[config.mk]
export PLATFORM = sky130hd
export DESIGN_NAME = pm_unit_top
export DESIGN_NICKNAME = d
export VERILOG_FILES = /design/src/verilog/pm_pkg.sv /design/src/verilog/pm_axil_regs.sv /design/src/verilog/pm_event_counters.sv /design/src/verilog/pm_input_sync.sv /design/src/verilog/pm_state_machine.sv /design/src/verilog/pm_unit_top.sv
export SDC_FILE = /design/constraint.sdc
export NUM_CORES = 1
export LEC_CHECK = 0
export ABC_AREA = 1
export BUFFER_PORTS_ARGS = -buffer_cell sky130_fd_sc_hd__clkbuf_2
export CAP_MARGIN = 20
export CORE_UTILIZATION = 40
export DETAILED_ROUTE_END_ITERATION = 6
export HOLD_SLACK_MARGIN = 0.08
export PLACE_DENSITY = 0.72
export SLEW_MARGIN = 20
export SYNTH_ARGS = -nofsm -noshare
export SYNTH_HDL_FRONTEND = slang
export SYNTH_SLANG_ARGS = --single-unit
[constraint.sdc]
create_clock -name prim_freerun_clk -period 3.25 [get_ports prim_freerun_clk]
set_input_delay 0.65 -clock prim_freerun_clk [delete_from_list [all_inputs] [get_ports prim_freerun_clk]]
set_output_delay 0.65 -clock prim_freerun_clk [all_outputs]
set_load 0.05 [all_outputs]
[src/verilog/pm_pkg.sv]
// Power management unit shared definitions
// State and register address encodings, AXI4-Lite request and response
// bundles, fuse/config/status/count structs and control register reset value
`default_nettype none

package pm_pkg;

  // --------------------
  // Encodings
  // --------------------
  typedef enum logic [2:0] {
    PMSM_RUN      = 3'd0,  // Partition powered, shields down
    PMSM_IF_OFF   = 3'd1,  // Quiesce before gating
    PMSM_WAIT_ACK = 3'd2,  // Gate request out, waiting on controller
    PMSM_PWR_OFF  = 3'd3,
    PMSM_PWR_ON   = 3'd4   // Waiting on idle and ready
  } pmsm_state_t;

  typedef enum logic [3:0] {
    REG_CTRL    = 4'h0,
    REG_STATUS  = 4'h4,  // Read only
    REG_EVT_CNT = 4'h8,  // Write clears
    REG_RUN_CNT = 4'hC   // Write clears
  } pm_reg_addr_t;

  localparam logic [1:0] AXI_RESP_OKAY   = 2'b00;
  localparam logic [1:0] AXI_RESP_SLVERR = 2'b10;

  localparam int PM_CNT_W = 16;  // Widest counter the status struct carries

  // --------------------
  // Bundles
  // --------------------
  typedef struct packed {
    logic        aw_valid;
    logic [3:0]  aw_addr;
    logic        w_valid;
    logic [31:0] w_data;
    logic [3:0]  w_strb;
    logic        b_ready;
    logic        ar_valid;
    logic [3:0]  ar_addr;
    logic        r_ready;
  } axil_req_t;

  typedef struct packed {
    logic        aw_ready;
    logic        w_ready;
    logic        b_valid;
    logic [1:0]  b_resp;
    logic        ar_ready;
    logic        r_valid;
    logic [31:0] r_data;
    logic [1:0]  r_resp;
  } axil_rsp_t;

  typedef struct packed {
    logic force_on;
    logic proc_disable;
  } pm_fuse_t;

  // Bit 1 override, bit 0 disable, same as REG_CTRL layout
  typedef struct packed {
    logic pm_override;
    logic pmcsr_disable;
  } pm_cfg_t;

  typedef struct packed {
    pmsm_state_t state;
    logic        shields_up;
    logic        pgcb_req_b;
    logic        d3tod0_ok;
    logic        d0tod3_ok;
    logic        idle_sync;
  } pm_status_t;

  typedef struct packed {
    logic [PM_CNT_W-1:0] evt_cnt;
    logic [PM_CNT_W-1:0] run_cnt;
  } pm_counts_t;

  // Partition comes up disabled until software clears the bit
  localparam pm_cfg_t PM_CTRL_RESET = '{pm_override: 1'b0, pmcsr_disable: 1'b1};

endpackage

`default_nettype wire

[src/verilog/pm_axil_regs.sv]
// AXI4-Lite register block for the power management unit
// Control register (disable, override), status readback and the two
// event counters, where a counter write clears the counter
`timescale 1ns/10ps
`default_nettype none

module pm_axil_regs #(
  parameter int CNT_WIDTH = 16
) (
  input  wire logic               prim_freerun_clk,
  input  wire logic               prim_freerun_prim_gated_rst_b_sync,
  input  wire pm_pkg::axil_req_t  axil_req,
  output pm_pkg::axil_rsp_t       axil_rsp,
  input  wire pm_pkg::pm_status_t status,
  input  wire pm_pkg::pm_counts_t counts,
  output pm_pkg::pm_cfg_t         cfg,
  output logic                    clr_evt,
  output logic                    clr_run
);

  import pm_pkg::*;

  pm_cfg_t      cfg_q;
  pm_reg_addr_t wr_addr, rd_addr;
  logic         wr_accept, rd_accept;
  logic         wr_ctrl;
  logic [1:0]   wr_resp, rd_resp;
  logic [31:0]  rd_data;
  logic         b_valid_q, r_valid_q;
  logic [1:0]   b_resp_q, r_resp_q;
  logic [31:0]  r_data_q;

  assign wr_addr = pm_reg_addr_t'(axil_req.aw_addr);
  assign rd_addr = pm_reg_addr_t'(axil_req.ar_addr);

  // --------------------
  // Write channel
  // --------------------
  // Address and data accepted together, one outstanding response
  assign wr_accept = axil_req.aw_valid & axil_req.w_valid & ~b_valid_q;

  always_comb begin
    wr_ctrl = 1'b0;
    clr_evt = 1'b0;
    clr_run = 1'b0;
    wr_resp = AXI_RESP_OKAY;
    case (wr_addr)
      REG_CTRL:    wr_ctrl = wr_accept & axil_req.w_strb[0];
      REG_STATUS:  wr_resp = AXI_RESP_SLVERR;  // Read only
      REG_EVT_CNT: clr_evt = wr_accept;
      REG_RUN_CNT: clr_run = wr_accept;
      default:     wr_resp = AXI_RESP_SLVERR;  // Unmapped
    endcase
  end

  // --------------------
  // Read channel
  // --------------------
  assign rd_accept = axil_req.ar_valid & ~r_valid_q;

  always_comb begin
    rd_data = '0;
    rd_resp = AXI_RESP_OKAY;
    case (rd_addr)
      REG_CTRL:    rd_data[1:0]           = cfg_q;
      REG_STATUS:  rd_data[7:0]           = status;
      REG_EVT_CNT: rd_data[CNT_WIDTH-1:0] = counts.evt_cnt[CNT_WIDTH-1:0];
      REG_RUN_CNT: rd_data[CNT_WIDTH-1:0] = counts.run_cnt[CNT_WIDTH-1:0];
      default:     rd_resp                = AXI_RESP_SLVERR;  // Reads as zero
    endcase
  end

  // --------------------
  // Registers
  // --------------------
  always_ff @(posedge prim_freerun_clk or negedge prim_freerun_prim_gated_rst_b_sync) begin
    if (!prim_freerun_prim_gated_rst_b_sync) begin
      cfg_q     <= PM_CTRL_RESET;
      b_valid_q <= 1'b0;
      r_valid_q <= 1'b0;
    end else begin
      if (wr_ctrl) cfg_q <= pm_cfg_t'(axil_req.w_data[1:0]);
      if (wr_accept) b_valid_q <= 1'b1;
      else if (axil_req.b_ready) b_valid_q <= 1'b0;  // Held until taken
      if (rd_accept) r_valid_q <= 1'b1;
      else if (axil_req.r_ready) r_valid_q <= 1'b0;
    end
  end

  // Response payload, captured at acceptance
  always_ff @(posedge prim_freerun_clk) begin
    if (wr_accept) b_resp_q <= wr_resp;
    if (rd_accept) begin
      r_data_q <= rd_data;
      r_resp_q <= rd_resp;
    end
  end

  always_comb begin
    axil_rsp.aw_ready = wr_accept;
    axil_rsp.w_ready  = wr_accept;
    axil_rsp.b_valid  = b_valid_q;
    axil_rsp.b_resp   = b_resp_q;
    axil_rsp.ar_ready = rd_accept;
    axil_rsp.r_valid  = r_valid_q;
    axil_rsp.r_data   = r_data_q;
    axil_rsp.r_resp   = r_resp_q;
  end

  assign cfg = cfg_q;  // Straight from the flops

endmodule

`default_nettype wire

[src/verilog/pm_event_counters.sv]
// Power management event counters
// Counts power-up events and cycles spent in run, both saturating,
// each cleared by its own pulse from the register block
`timescale 1ns/10ps
`default_nettype none

module pm_event_counters #(
  parameter int CNT_WIDTH = 16
) (
  input  wire logic               prim_freerun_clk,
  input  wire logic               prim_freerun_prim_gated_rst_b_sync,
  input  wire pm_pkg::pm_status_t status,
  input  wire logic               run_entry,
  input  wire logic               clr_evt,
  input  wire logic               clr_run,
  output pm_pkg::pm_counts_t      counts
);

  import pm_pkg::*;

  logic [CNT_WIDTH-1:0] evt_q;  // Power-up events
  logic [CNT_WIDTH-1:0] run_q;  // Cycles in RUN
  logic                 in_run;

  assign in_run = (status.state == PMSM_RUN);

  always_ff @(posedge prim_freerun_clk or negedge prim_freerun_prim_gated_rst_b_sync) begin
    if (!prim_freerun_prim_gated_rst_b_sync) begin
      evt_q <= '0;
      run_q <= '0;
    end else begin
      if (clr_evt) evt_q <= '0;  // Clear wins over increment
      else if (run_entry && !(&evt_q)) evt_q <= evt_q + 1'b1;

      if (clr_run) run_q <= '0;
      else if (in_run && !(&run_q)) run_q <= run_q + 1'b1;  // Sticks at all ones
    end
  end

  // Zero-extend into the fixed-width struct
  always_comb begin
    counts                          = '0;
    counts.evt_cnt[CNT_WIDTH-1:0]   = evt_q;
    counts.run_cnt[CNT_WIDTH-1:0]   = run_q;
  end

endmodule

`default_nettype wire

[src/verilog/pm_input_sync.sv]
// Input synchronizer for asynchronous power gate controller signals
// Each bit runs through SYNC_STAGES flops that reset to its own value
`timescale 1ns/10ps
`default_nettype none

module pm_input_sync #(
  parameter int               WIDTH       = 2,
  parameter int               SYNC_STAGES = 2,
  parameter logic [WIDTH-1:0] RESET_VALUE = '0
) (
  input  wire logic             prim_freerun_clk,
  input  wire logic             prim_freerun_prim_gated_rst_b_sync,
  input  wire logic [WIDTH-1:0] async_in,
  output logic      [WIDTH-1:0] sync_out
);

  logic [SYNC_STAGES-1:0][WIDTH-1:0] sync_q;  // Stage 0 is the metastable flop

  always_ff @(posedge prim_freerun_clk or negedge prim_freerun_prim_gated_rst_b_sync) begin
    if (!prim_freerun_prim_gated_rst_b_sync) begin
      for (int i = 0; i < SYNC_STAGES; i++) begin
        sync_q[i] <= RESET_VALUE;  // Inactive level per bit
      end
    end else begin
      sync_q[0] <= async_in;
      for (int i = 1; i < SYNC_STAGES; i++) begin
        sync_q[i] <= sync_q[i-1];
      end
    end
  end

  assign sync_out = sync_q[SYNC_STAGES-1];

endmodule

`default_nettype wire

[src/verilog/pm_state_machine.sv]
// Power management state machine
// Decides go-on/go-off from fuses, config, D3 and hardware force-on,
// quiesces behind the shields, then handshakes power gating with the
// external power gate controller
`timescale 1ns/10ps
`default_nettype none

module pm_state_machine #(
  parameter int QUIESCE_CYCLES = 32
) (
  input  wire logic              prim_freerun_clk,
  input  wire logic              prim_freerun_prim_gated_rst_b_sync,
  input  wire pm_pkg::pm_fuse_t  fuse,
  input  wire pm_pkg::pm_cfg_t   cfg,
  input  wire logic              in_d3,
  input  wire logic              hw_force_on,
  input  wire logic              idle_sync,
  input  wire logic              rdy_ack_b_sync,
  output pm_pkg::pm_status_t     status,
  output logic                   run_entry,
  output logic                   pm_active
);

  import pm_pkg::*;

  localparam int                QCNT_W    = $clog2(QUIESCE_CYCLES + 2);
  localparam logic [QCNT_W-1:0] QCNT_LAST = QCNT_W'(QUIESCE_CYCLES);

  pmsm_state_t       state_q, state_nxt;
  logic [QCNT_W-1:0] qcnt_q, qcnt_nxt;  // Quiesce cycle count
  logic              go_off;
  logic              go_on;
  logic              shields_up, pgcb_req_b, d3tod0_ok, d0tod3_ok;

  // --------------------
  // Power decision
  // --------------------
  // Force-on input beats everything
  assign go_off = ~hw_force_on &
                  (fuse.proc_disable | (cfg.pmcsr_disable & (~fuse.force_on | cfg.pm_override)));
  assign go_on  = hw_force_on | ((cfg.pm_override | fuse.force_on) & ~go_off);

  // --------------------
  // Next state, outputs
  // --------------------
  always_comb begin
    state_nxt  = state_q;
    qcnt_nxt   = '0;
    shields_up = 1'b1;  // Safe defaults
    pgcb_req_b = 1'b1;
    d3tod0_ok  = 1'b0;
    d0tod3_ok  = 1'b0;
    case (state_q)
      PMSM_RUN: begin
        shields_up = 1'b0;
        d0tod3_ok  = 1'b1;
        d3tod0_ok  = cfg.pm_override | fuse.force_on;
        if (go_off | (in_d3 & ~go_on)) state_nxt = PMSM_IF_OFF;
      end
      PMSM_IF_OFF: begin
        qcnt_nxt = qcnt_q + 1'b1;
        if (qcnt_q == QCNT_LAST) begin  // Count 0..QUIESCE_CYCLES inclusive
          state_nxt = PMSM_WAIT_ACK;
          qcnt_nxt  = '0;
        end
      end
      PMSM_WAIT_ACK: begin
        pgcb_req_b = 1'b0;
        if (!rdy_ack_b_sync) state_nxt = PMSM_PWR_OFF;  // Controller gated
      end
      PMSM_PWR_OFF: begin
        pgcb_req_b = 1'b0;  // Keep gating requested
        d3tod0_ok  = 1'b1;
        if (~go_off & (~in_d3 | go_on)) state_nxt = PMSM_PWR_ON;
      end
      PMSM_PWR_ON: begin
        // Any force skips the controller handshake
        if ((idle_sync & rdy_ack_b_sync) | cfg.pm_override | fuse.force_on | hw_force_on) begin
          state_nxt = PMSM_RUN;
        end
      end
      default: state_nxt = PMSM_PWR_OFF;  // Illegal encoding recovery
    endcase
  end

  always_ff @(posedge prim_freerun_clk or negedge prim_freerun_prim_gated_rst_b_sync) begin
    if (!prim_freerun_prim_gated_rst_b_sync) begin
      state_q <= PMSM_PWR_OFF;  // Partition starts gated
      qcnt_q  <= '0;
    end else begin
      state_q <= state_nxt;
      qcnt_q  <= qcnt_nxt;
    end
  end

  // --------------------
  // Status, pulses
  // --------------------
  always_comb begin
    status.state      = state_q;
    status.shields_up = shields_up;
    status.pgcb_req_b = pgcb_req_b;
    status.d3tod0_ok  = d3tod0_ok;
    status.d0tod3_ok  = d0tod3_ok;
    status.idle_sync  = idle_sync;
  end

  assign run_entry = (state_q == PMSM_PWR_ON) && (state_nxt == PMSM_RUN);  // Last PWR_ON cycle
  assign pm_active = ~((state_q == PMSM_RUN) | (state_q == PMSM_PWR_OFF));  // In transition

endmodule

`default_nettype wire

[src/verilog/pm_unit_top.sv]
// Power management unit top level
// Synchronizes the power gate controller inputs and connects the state
// machine, event counters and AXI4-Lite register block
`timescale 1ns/10ps
`default_nettype none

module pm_unit_top #(
  parameter int QUIESCE_CYCLES = 32,
  parameter int SYNC_STAGES    = 2,
  parameter int CNT_WIDTH      = 16
) (
  input  wire logic              prim_freerun_clk,
  input  wire logic              prim_freerun_prim_gated_rst_b_sync,
  input  wire pm_pkg::axil_req_t axil_req,
  output pm_pkg::axil_rsp_t      axil_rsp,
  input  wire pm_pkg::pm_fuse_t  fuse,
  input  wire logic              in_d3,
  input  wire logic              hw_force_on,
  input  wire logic              pgcb_idle,       // Async
  input  wire logic              pgcb_rdy_ack_b,  // Async, active low
  output logic                   pgcb_req_b,
  output logic                   shields_up,
  output logic                   d0tod3_ok,
  output logic                   d3tod0_ok,
  output logic                   pm_active,
  output logic                   run_entry
);

  import pm_pkg::*;

  logic [1:0] pgcb_sync;  // {rdy_ack_b, idle}
  pm_cfg_t    cfg;
  pm_status_t status;
  pm_counts_t counts;
  logic       clr_evt, clr_run;

  // Ack resets released (1), idle resets low
  pm_input_sync #(
    .WIDTH       (2),
    .SYNC_STAGES (SYNC_STAGES),
    .RESET_VALUE (2'b10)
  ) u_pgcb_sync (
    .prim_freerun_clk                   (prim_freerun_clk),
    .prim_freerun_prim_gated_rst_b_sync (prim_freerun_prim_gated_rst_b_sync),
    .async_in                           ({pgcb_rdy_ack_b, pgcb_idle}),
    .sync_out                           (pgcb_sync)
  );

  pm_state_machine #(.QUIESCE_CYCLES(QUIESCE_CYCLES)) u_pmsm (
    .prim_freerun_clk                   (prim_freerun_clk),
    .prim_freerun_prim_gated_rst_b_sync (prim_freerun_prim_gated_rst_b_sync),
    .fuse, .cfg, .in_d3, .hw_force_on,
    .idle_sync                          (pgcb_sync[0]),
    .rdy_ack_b_sync                     (pgcb_sync[1]),
    .status, .run_entry, .pm_active
  );

  pm_event_counters #(.CNT_WIDTH(CNT_WIDTH)) u_counters (
    .prim_freerun_clk                   (prim_freerun_clk),
    .prim_freerun_prim_gated_rst_b_sync (prim_freerun_prim_gated_rst_b_sync),
    .status, .run_entry, .clr_evt, .clr_run, .counts
  );

  pm_axil_regs #(.CNT_WIDTH(CNT_WIDTH)) u_regs (
    .prim_freerun_clk                   (prim_freerun_clk),
    .prim_freerun_prim_gated_rst_b_sync (prim_freerun_prim_gated_rst_b_sync),
    .axil_req, .axil_rsp, .status, .counts, .cfg, .clr_evt, .clr_run
  );

  // Board outputs straight off the status bundle
  assign pgcb_req_b = status.pgcb_req_b;
  assign shields_up = status.shields_up;
  assign d0tod3_ok  = status.d0tod3_ok;
  assign d3tod0_ok  = status.d3tod0_ok;

endmodule

`default_nettype wire
==> results of run 1 <==
[final cells by class]
type / count / area (sq um) / area share, %
Sequential cell: 67 / 1770 / 41.1
Clock buffer: 14 / 153 / 3.54
Clock inverter: 2 / 12.5 / 0.290
Tap cell: 129 / 161 / 3.74
Multi-Input combinational cell: 345 / 1710 / 39.7
Timing Repair Buffer: 56 / 290 / 6.73
Inverter: 56 / 210 / 4.88
[path summary, 6_finish.rpt]
path / start / to / slack, ns / cells after the start
worst max-delay path: u_pmsm.state_q[1] / d3tod0_ok / 0.72 / 6
worst min-delay path: u_pgcb_sync.sync_q[0] / u_pgcb_sync.sync_out[0] / 0.36 / 0
worst max register to register: u_counters.evt_q[0] / u_counters.evt_q[8] / 1.15 / 8
worst min register to register: u_pgcb_sync.sync_q[0] / u_pgcb_sync.sync_out[0] / 0.36 / 0
max in group asynchronous: prim_freerun_prim_gated_rst_b_sync / u_counters.evt_q[10] / 2.41 / 2
min in group asynchronous: prim_freerun_prim_gated_rst_b_sync / u_pmsm.qcnt_q[4] / 0.40 / 2
[report_power, final]
part / total [uW] / switching [uW] / internal (uW)
clock network: 606 / 308 / 298
registers: 1050 / 81.9 / 969
logic: 793 / 614 / 179
[stage by stage]
stage / hold WS [ns] / instances / power (uW) / cell area (sq um) / util (%)
3_3_place_gp: 0.333 / 653 / 1840 / 4150 / 44.6
2_1_floorplan: 0.331 / 500 / 1700 / 3910 / -
3_5_place_dp: 0.345 / 653 / 1860 / 4150 / 44.6
4_1_cts: 0.360 / 669 / 2470 / 4310 / 46.4
6_report: 0.355 / 669 / 2450 / 4310 / 46.4
5_1_grt: 0.360 / 669 / 2580 / 4310 / 46.4
[metal layers]
layer  track usage, %  vias up  part of all wire (%)
li1                 -     1645                     -
met4             9.25        0                   2.5
met2             31.4      125                    49
met3             2.86       19                   5.4
met1             22.7     1561                    44
met5                0        -                     0
[cell usage in the layout, fill, tap and decap left out, types with 2 or more instances in the layout]
cell type and count:
edfxtp_1 18, nor2_1 49, conb_1 18, nand3_2 3
xor2_1 12, nor3_1 12, clkbuf_8 10, inv_2 6
nand4_1 22, clkbuf_2 52, nand2_1 135, dfrtp_1 44
o211ai_1 4, clkbuf_1 4, nor3b_1 2, dfstp_2 5
nor3_2 2, and3_1 2, nor2_2 2, xnor2_1 3
inv_1 48, nand3_1 40, o21ai_0 11, o221ai_1 2
nor3_4 2, buf_4 4, o22ai_1 7, o21ai_1 2
a21oi_1 4, ha_1 4, clkinv_1 2
[sequential cells by signal (all words and copies together) (netlist names), 2 cells and up]
register and cells:
u_counters.evt_q 16, u_counters.run_q 16, u_regs.r_data_q 16, u_pmsm.qcnt_q 6, u_pmsm.state_q 3, u_pgcb_sync.sync_out 2
u_pgcb_sync.sync_q 2, u_regs.cfg 2
[cell families after synthesis]
kind of cell | after synthesis
AND/OR/NAND/NOR | 276
adder cells (fa/ha/maj) | 4
flip-flops | 67
AO/OA/AOI/OAI | 32
buffers and inverters | 88
XOR/XNOR | 15
other | 1
[critical path, cell delays in order, from the launching register on]
cell	delay, ns
dfstp_2	0.39
inv_2	0.06
nand2_1	0.09
nor2_2	0.25
inv_2	0.13
o21ai_0	0.27
clkbuf_2	0.33
==> metrics.cfg, run 1 <==
[place]
dp_worst_setup_slack_ns = 0.862
io_buffers = 52
dp_hpwl_um = 6380
gp_congestion = 0.863

[clocking]
post-cts-setup-buffers = 0
clockBufferDepth = 2
hold_buffers = 0
htreeDepth = 3
numCtsBuffers = 9
cts_tree = yes
clkLatencyLatePin_ns = 0.35
path_clk_slew_ns = 0.07
clock_sinks = 67
cts_root_buf = clkbuf_8
cts_resized = 0

[critical_path]
crit_type = reg -> out
cp-start-kind = flip-flop
cp_max_fo = 5
crit_path_end_kind = primary output
worstPathRequired_ns = 2.60
crit_arrival_ns = 1.88

[timing]
setup_violations = 0
min_period_over_period_pct = 77.9
timing.final.ws_setup_ns = 0.718
timing.fmax_ghz = 0.395
worst_pin_slew_ns = 0.646
hold_viol_final = 0
max_slew_margin_pct = 57.0
min_period_ns = 2.53
setup_tns_ns = 0
rsz0062_at_grt = false
fin_skew_ns = 0.00636
drv_slew = 0

[power_and_ir_drop]
p_leak_uw = 0.00205
power_density_nw_per_um2 = 568
peakVddDrop_v = 0.000264

[status]
status = complete, no violations

[synthesis]
synth-adder-area-share_pct = 1.30
ys_ff_latch = 67
synthCells = 483
ys_top_cells_by_count = nand2_1, nor2_1, inv_1, dfrtp_1, nand3_1
yosys_warnings = 0
synth_top_family_by_area = simple AND/OR/NAND/NOR gates
synth_compound_area_share_pct = 5.00
yosysTopAreaCell = dfrtp_1
ys_top_cells_by_area = dfrtp_1, edfxtp_1, nand2_1
ys_types = 38
synth_area_sq_um = 3850
yosysMostFrequentCell = nand2_1
synth_edf_count = 18
synthFlopType = dfrtp_1
yosysTopAreaCellShare_pct = 28.6
avgSynthCellArea_sq_um = 7.97
synthXorXnorAreaFrac_pct = 3.41
ys_seq_area_share_pct = 46.1
synth_simple_gate_area_share_pct = 33.0
async_flop_share_pct = 73.1
yosys-mux-area-fraction_pct = 0

[detailed_routing]
vias = 3350
wl_per_cell_um = 13.0
drtAntennaViolNets = 0
drt-initial-drc-count = 163
wl_um = 8710
routed_via_density = 5.01
drc = 0
dr.pass1.iters = 5

[cells_and_area]
n_antenna_cell = 0
fin_nets = 596
fill_cells = 946
area_delta_synth_final_pct = 12.0
drive_above_1_share_pct = 17.0

[floorplan]
pin_count = 104
start_util_pct = 41.5
die-area_sq_um = 10000
rows = 35
die_w_um = 100
die_y_um = 100
core_sq_um = 9280

[global_route]
grt_overflow_total = 0
grt_first_pass_wirelength_um = 14300
grt_max_degree = 50
grt_pass1_vias = 3113
grt_use_total_pct = 18.4
antenna_found_initial = 0

[hold_path]
hold_class = reg -> reg

[flow_run]
drv_cap = 0

(Power assumes the default switching activity.)
==> run 2: changes to the inputs <==
clock period = 2.4 ns   (was 3.25 ns; I/O delays follow)
==> run 2 against run 1 <==
- worst hold slack lost 0.27 ns
- die area is the same
- first-iteration DRC count grew 21%
- critical path depth grew 2
- critical path type unchanged
- critical endpoint is now run_entry
- largest cell class unchanged
==> metrics.cfg, run 2 (synthesis gave the netlist of run 1 again) <==
[floorplan]
die_y_um = 100  ; unchanged
core_sq_um = 9280  ; unchanged
die-area_sq_um = 10000  ; unchanged
pin_count = 104  ; unchanged
die_w_um = 100  ; unchanged
rows = 35  ; unchanged
start_util_pct = 41.5  ; unchanged

[cells_and_area]
largestRegisters = u_counters.evt_q x16, u_counters.run_q x16, u_regs.r_data_q x16
fill_cells = 947  ; +0.11%
drive_above_1_share_pct = 17.7  ; +0.68 points
fin_area_sq_um = 4350  ; +0.99%
seqCellArea_sq_um = 1770  ; unchanged
n_antenna_cell = 0  ; unchanged
final_common_cell = nand2_1
multiInputGateArea_sq_um = 1710  ; +0.22%
mostFrequentLayoutCells = nand2_1, clkbuf_2, nor2_1, inv_1, dfrtp_1
area_delta_synth_final_pct = 13.1
fin_nets = 598  ; +0.34%

[global_route]
grt_overflow_total = 0  ; unchanged
grt_first_pass_wirelength_um = 14400  ; +0.14%
antenna_found_initial = 0  ; unchanged
grt_use_total_pct = 18.3  ; -0.035 points
grt_max_degree = 32  ; -36%
grt_pass1_vias = 3076  ; -1.2%

[power_and_ir_drop]
peakVddDrop_v = 0.000390  ; +48%
p_leak_uw = 0.00207  ; +1.2%
switching_share_pct = 40.4  ; -0.61 points
power_density_nw_per_um2 = 770  ; +35%
p_int_uw = 2000  ; +38%
switchingPower_uw = 1350  ; +35%
power_frac_seq_pct = 42.5  ; -0.4 points
combPwrFrac_pct = 32.2  ; -0.2 points
clockPowerShare_pct = 25.3  ; +0.6 points

[place]
place_area_sq_um = 4180  ; +0.75%
io_buffers = 52  ; unchanged
gp_congestion = 0.895  ; +3.6%
dp_hpwl_um = 6430  ; +0.76%

[timing]
rsz0062_at_grt = false
worst_pin_slew_ns = 0.558  ; -0.0871 ns
setup_violations = 0  ; unchanged
fin_skew_ns = 0.0110  ; +0.00459 ns
hold_viol_final = 0  ; unchanged
setup_tns_ns = 0  ; unchanged
min_period_ns = 2.24
timing.fmax_ghz = 0.446
drv_slew = 0  ; unchanged
max_slew_margin_pct = 62.7  ; +5.7 points
hold_ws_ns = 0.0817  ; -0.274 ns
min_period_over_period_pct = 93.5

[clocking]
hold_buffers = 0  ; unchanged
clock_sinks = 67  ; unchanged
clkLatencyLatePin_ns = 0.34  ; about the same
numCtsBuffers = 9  ; unchanged
cts_root_buf = clkbuf_8
cts_tree = yes
path_clk_slew_ns = 0.07  ; about the same
clockBufferDepth = 2  ; unchanged
htreeDepth = 3  ; unchanged

[status]
status = complete, no violations

[detailed_routing]
wl_um = 8610  ; -1.2%
routed_via_density = 4.90  ; -2.1%
vias = 3288  ; -1.9%
drc = 0  ; unchanged
dr.pass1.iters = 4  ; -1
drtAntennaViolNets = 0  ; unchanged
wl_per_cell_um = 12.8  ; -1.5%
drt-initial-drc-count = 197  ; +21%

[critical_path]
worstPathRequired_ns = 1.92  ; -0.68 ns
cp-start-kind = flip-flop
cp_max_fo = 3  ; -2
crit_arrival_ns = 1.76  ; -0.12 ns
crit_type = reg -> out
crit_path_end_kind = primary output

[hold_path]
hold_class = in -> async

[flow_run]
drv_cap = 0  ; unchanged

[run 2: layout make-up]
type                       count  share of cell area [%]
multi-input combinational    345                    39.4
timing repair buffer          58                    7.36
clock buffer                  14                    3.74
clock inverter                 2                   0.259
inverter                      56                    4.83
tap                          129                    3.71
sequential                    67                    40.7
[run 2: power by group through the flow]
stage,logic [uW],registers (uW),clock network (uW)
5_1_grt,1170,1440,927
6_report,1080,1420,847
2_1_floorplan,823,1490,0
3_3_place_gp,1060,1440,0
3_5_place_dp,1080,1440,0
4_1_cts,1090,1420,866
[run 2: critical path, cell delays in order (launching register included)]
cell and delay (ns):
dfrtp_1 0.38, nor2_1 0.23, nand2_1 0.09, nand3_1 0.09
nand2_1 0.07, nand2_1 0.10, o21ai_0 0.12, nor2_1 0.11
clkbuf_4 0.24
[run 2: stage by stage]
stage               instances  utilization, %  setup WS [ns]  power, uW
floorplan                 500               -         0.0347       2320
global placement          655            45.0          0.333       2500
detailed placement        655            45.0          0.278       2530
CTS                       671            46.9         0.0841       3370
global route              671            46.9         0.0114       3540
finish                    671            46.9          0.157       3350
[run 2: per-layer routing]
metal  track usage (%)  vias up  share of wire, %
met1              23.4     1513                43
met4              8.47        0               1.8
met2              31.4      117                49
met5                 0        -                 0
met3              2.09       12               5.7
li1                  -     1646                 -
[run 2: path summary, 6_finish.rpt]
| check | startpoint | end | slack, ns | cells past startpoint |
|---|---|---|---|---|
| setup / recovery | u_regs.cfg[1] | run_entry | 0.16 | 8 |
| hold reg to reg | u_pgcb_sync.sync_q[0] | u_pgcb_sync.sync_out[0] | 0.35 | 0 |
| setup reg to reg | u_counters.run_q[1] | u_counters.run_q[3] | 0.56 | 9 |
| min in group prim_freerun_clk | pgcb_rdy_ack_b | u_pgcb_sync.sync_q[1] | 0.22 | 1 |
| hold / removal | prim_freerun_prim_gated_rst_b_sync | u_pmsm.qcnt_q[4] | 0.08 | 1 |
| max in group asynchronous | prim_freerun_prim_gated_rst_b_sync | u_counters.run_q[11] | 1.77 | 2 |
[run 2: repair_timing]
action | CTS | global route
buffers inserted | 0 | 0
hold endpoints to repair | 0 | 0
endpoints found under the setup margin | 0 | 1
gates resized for setup | 0 | 2
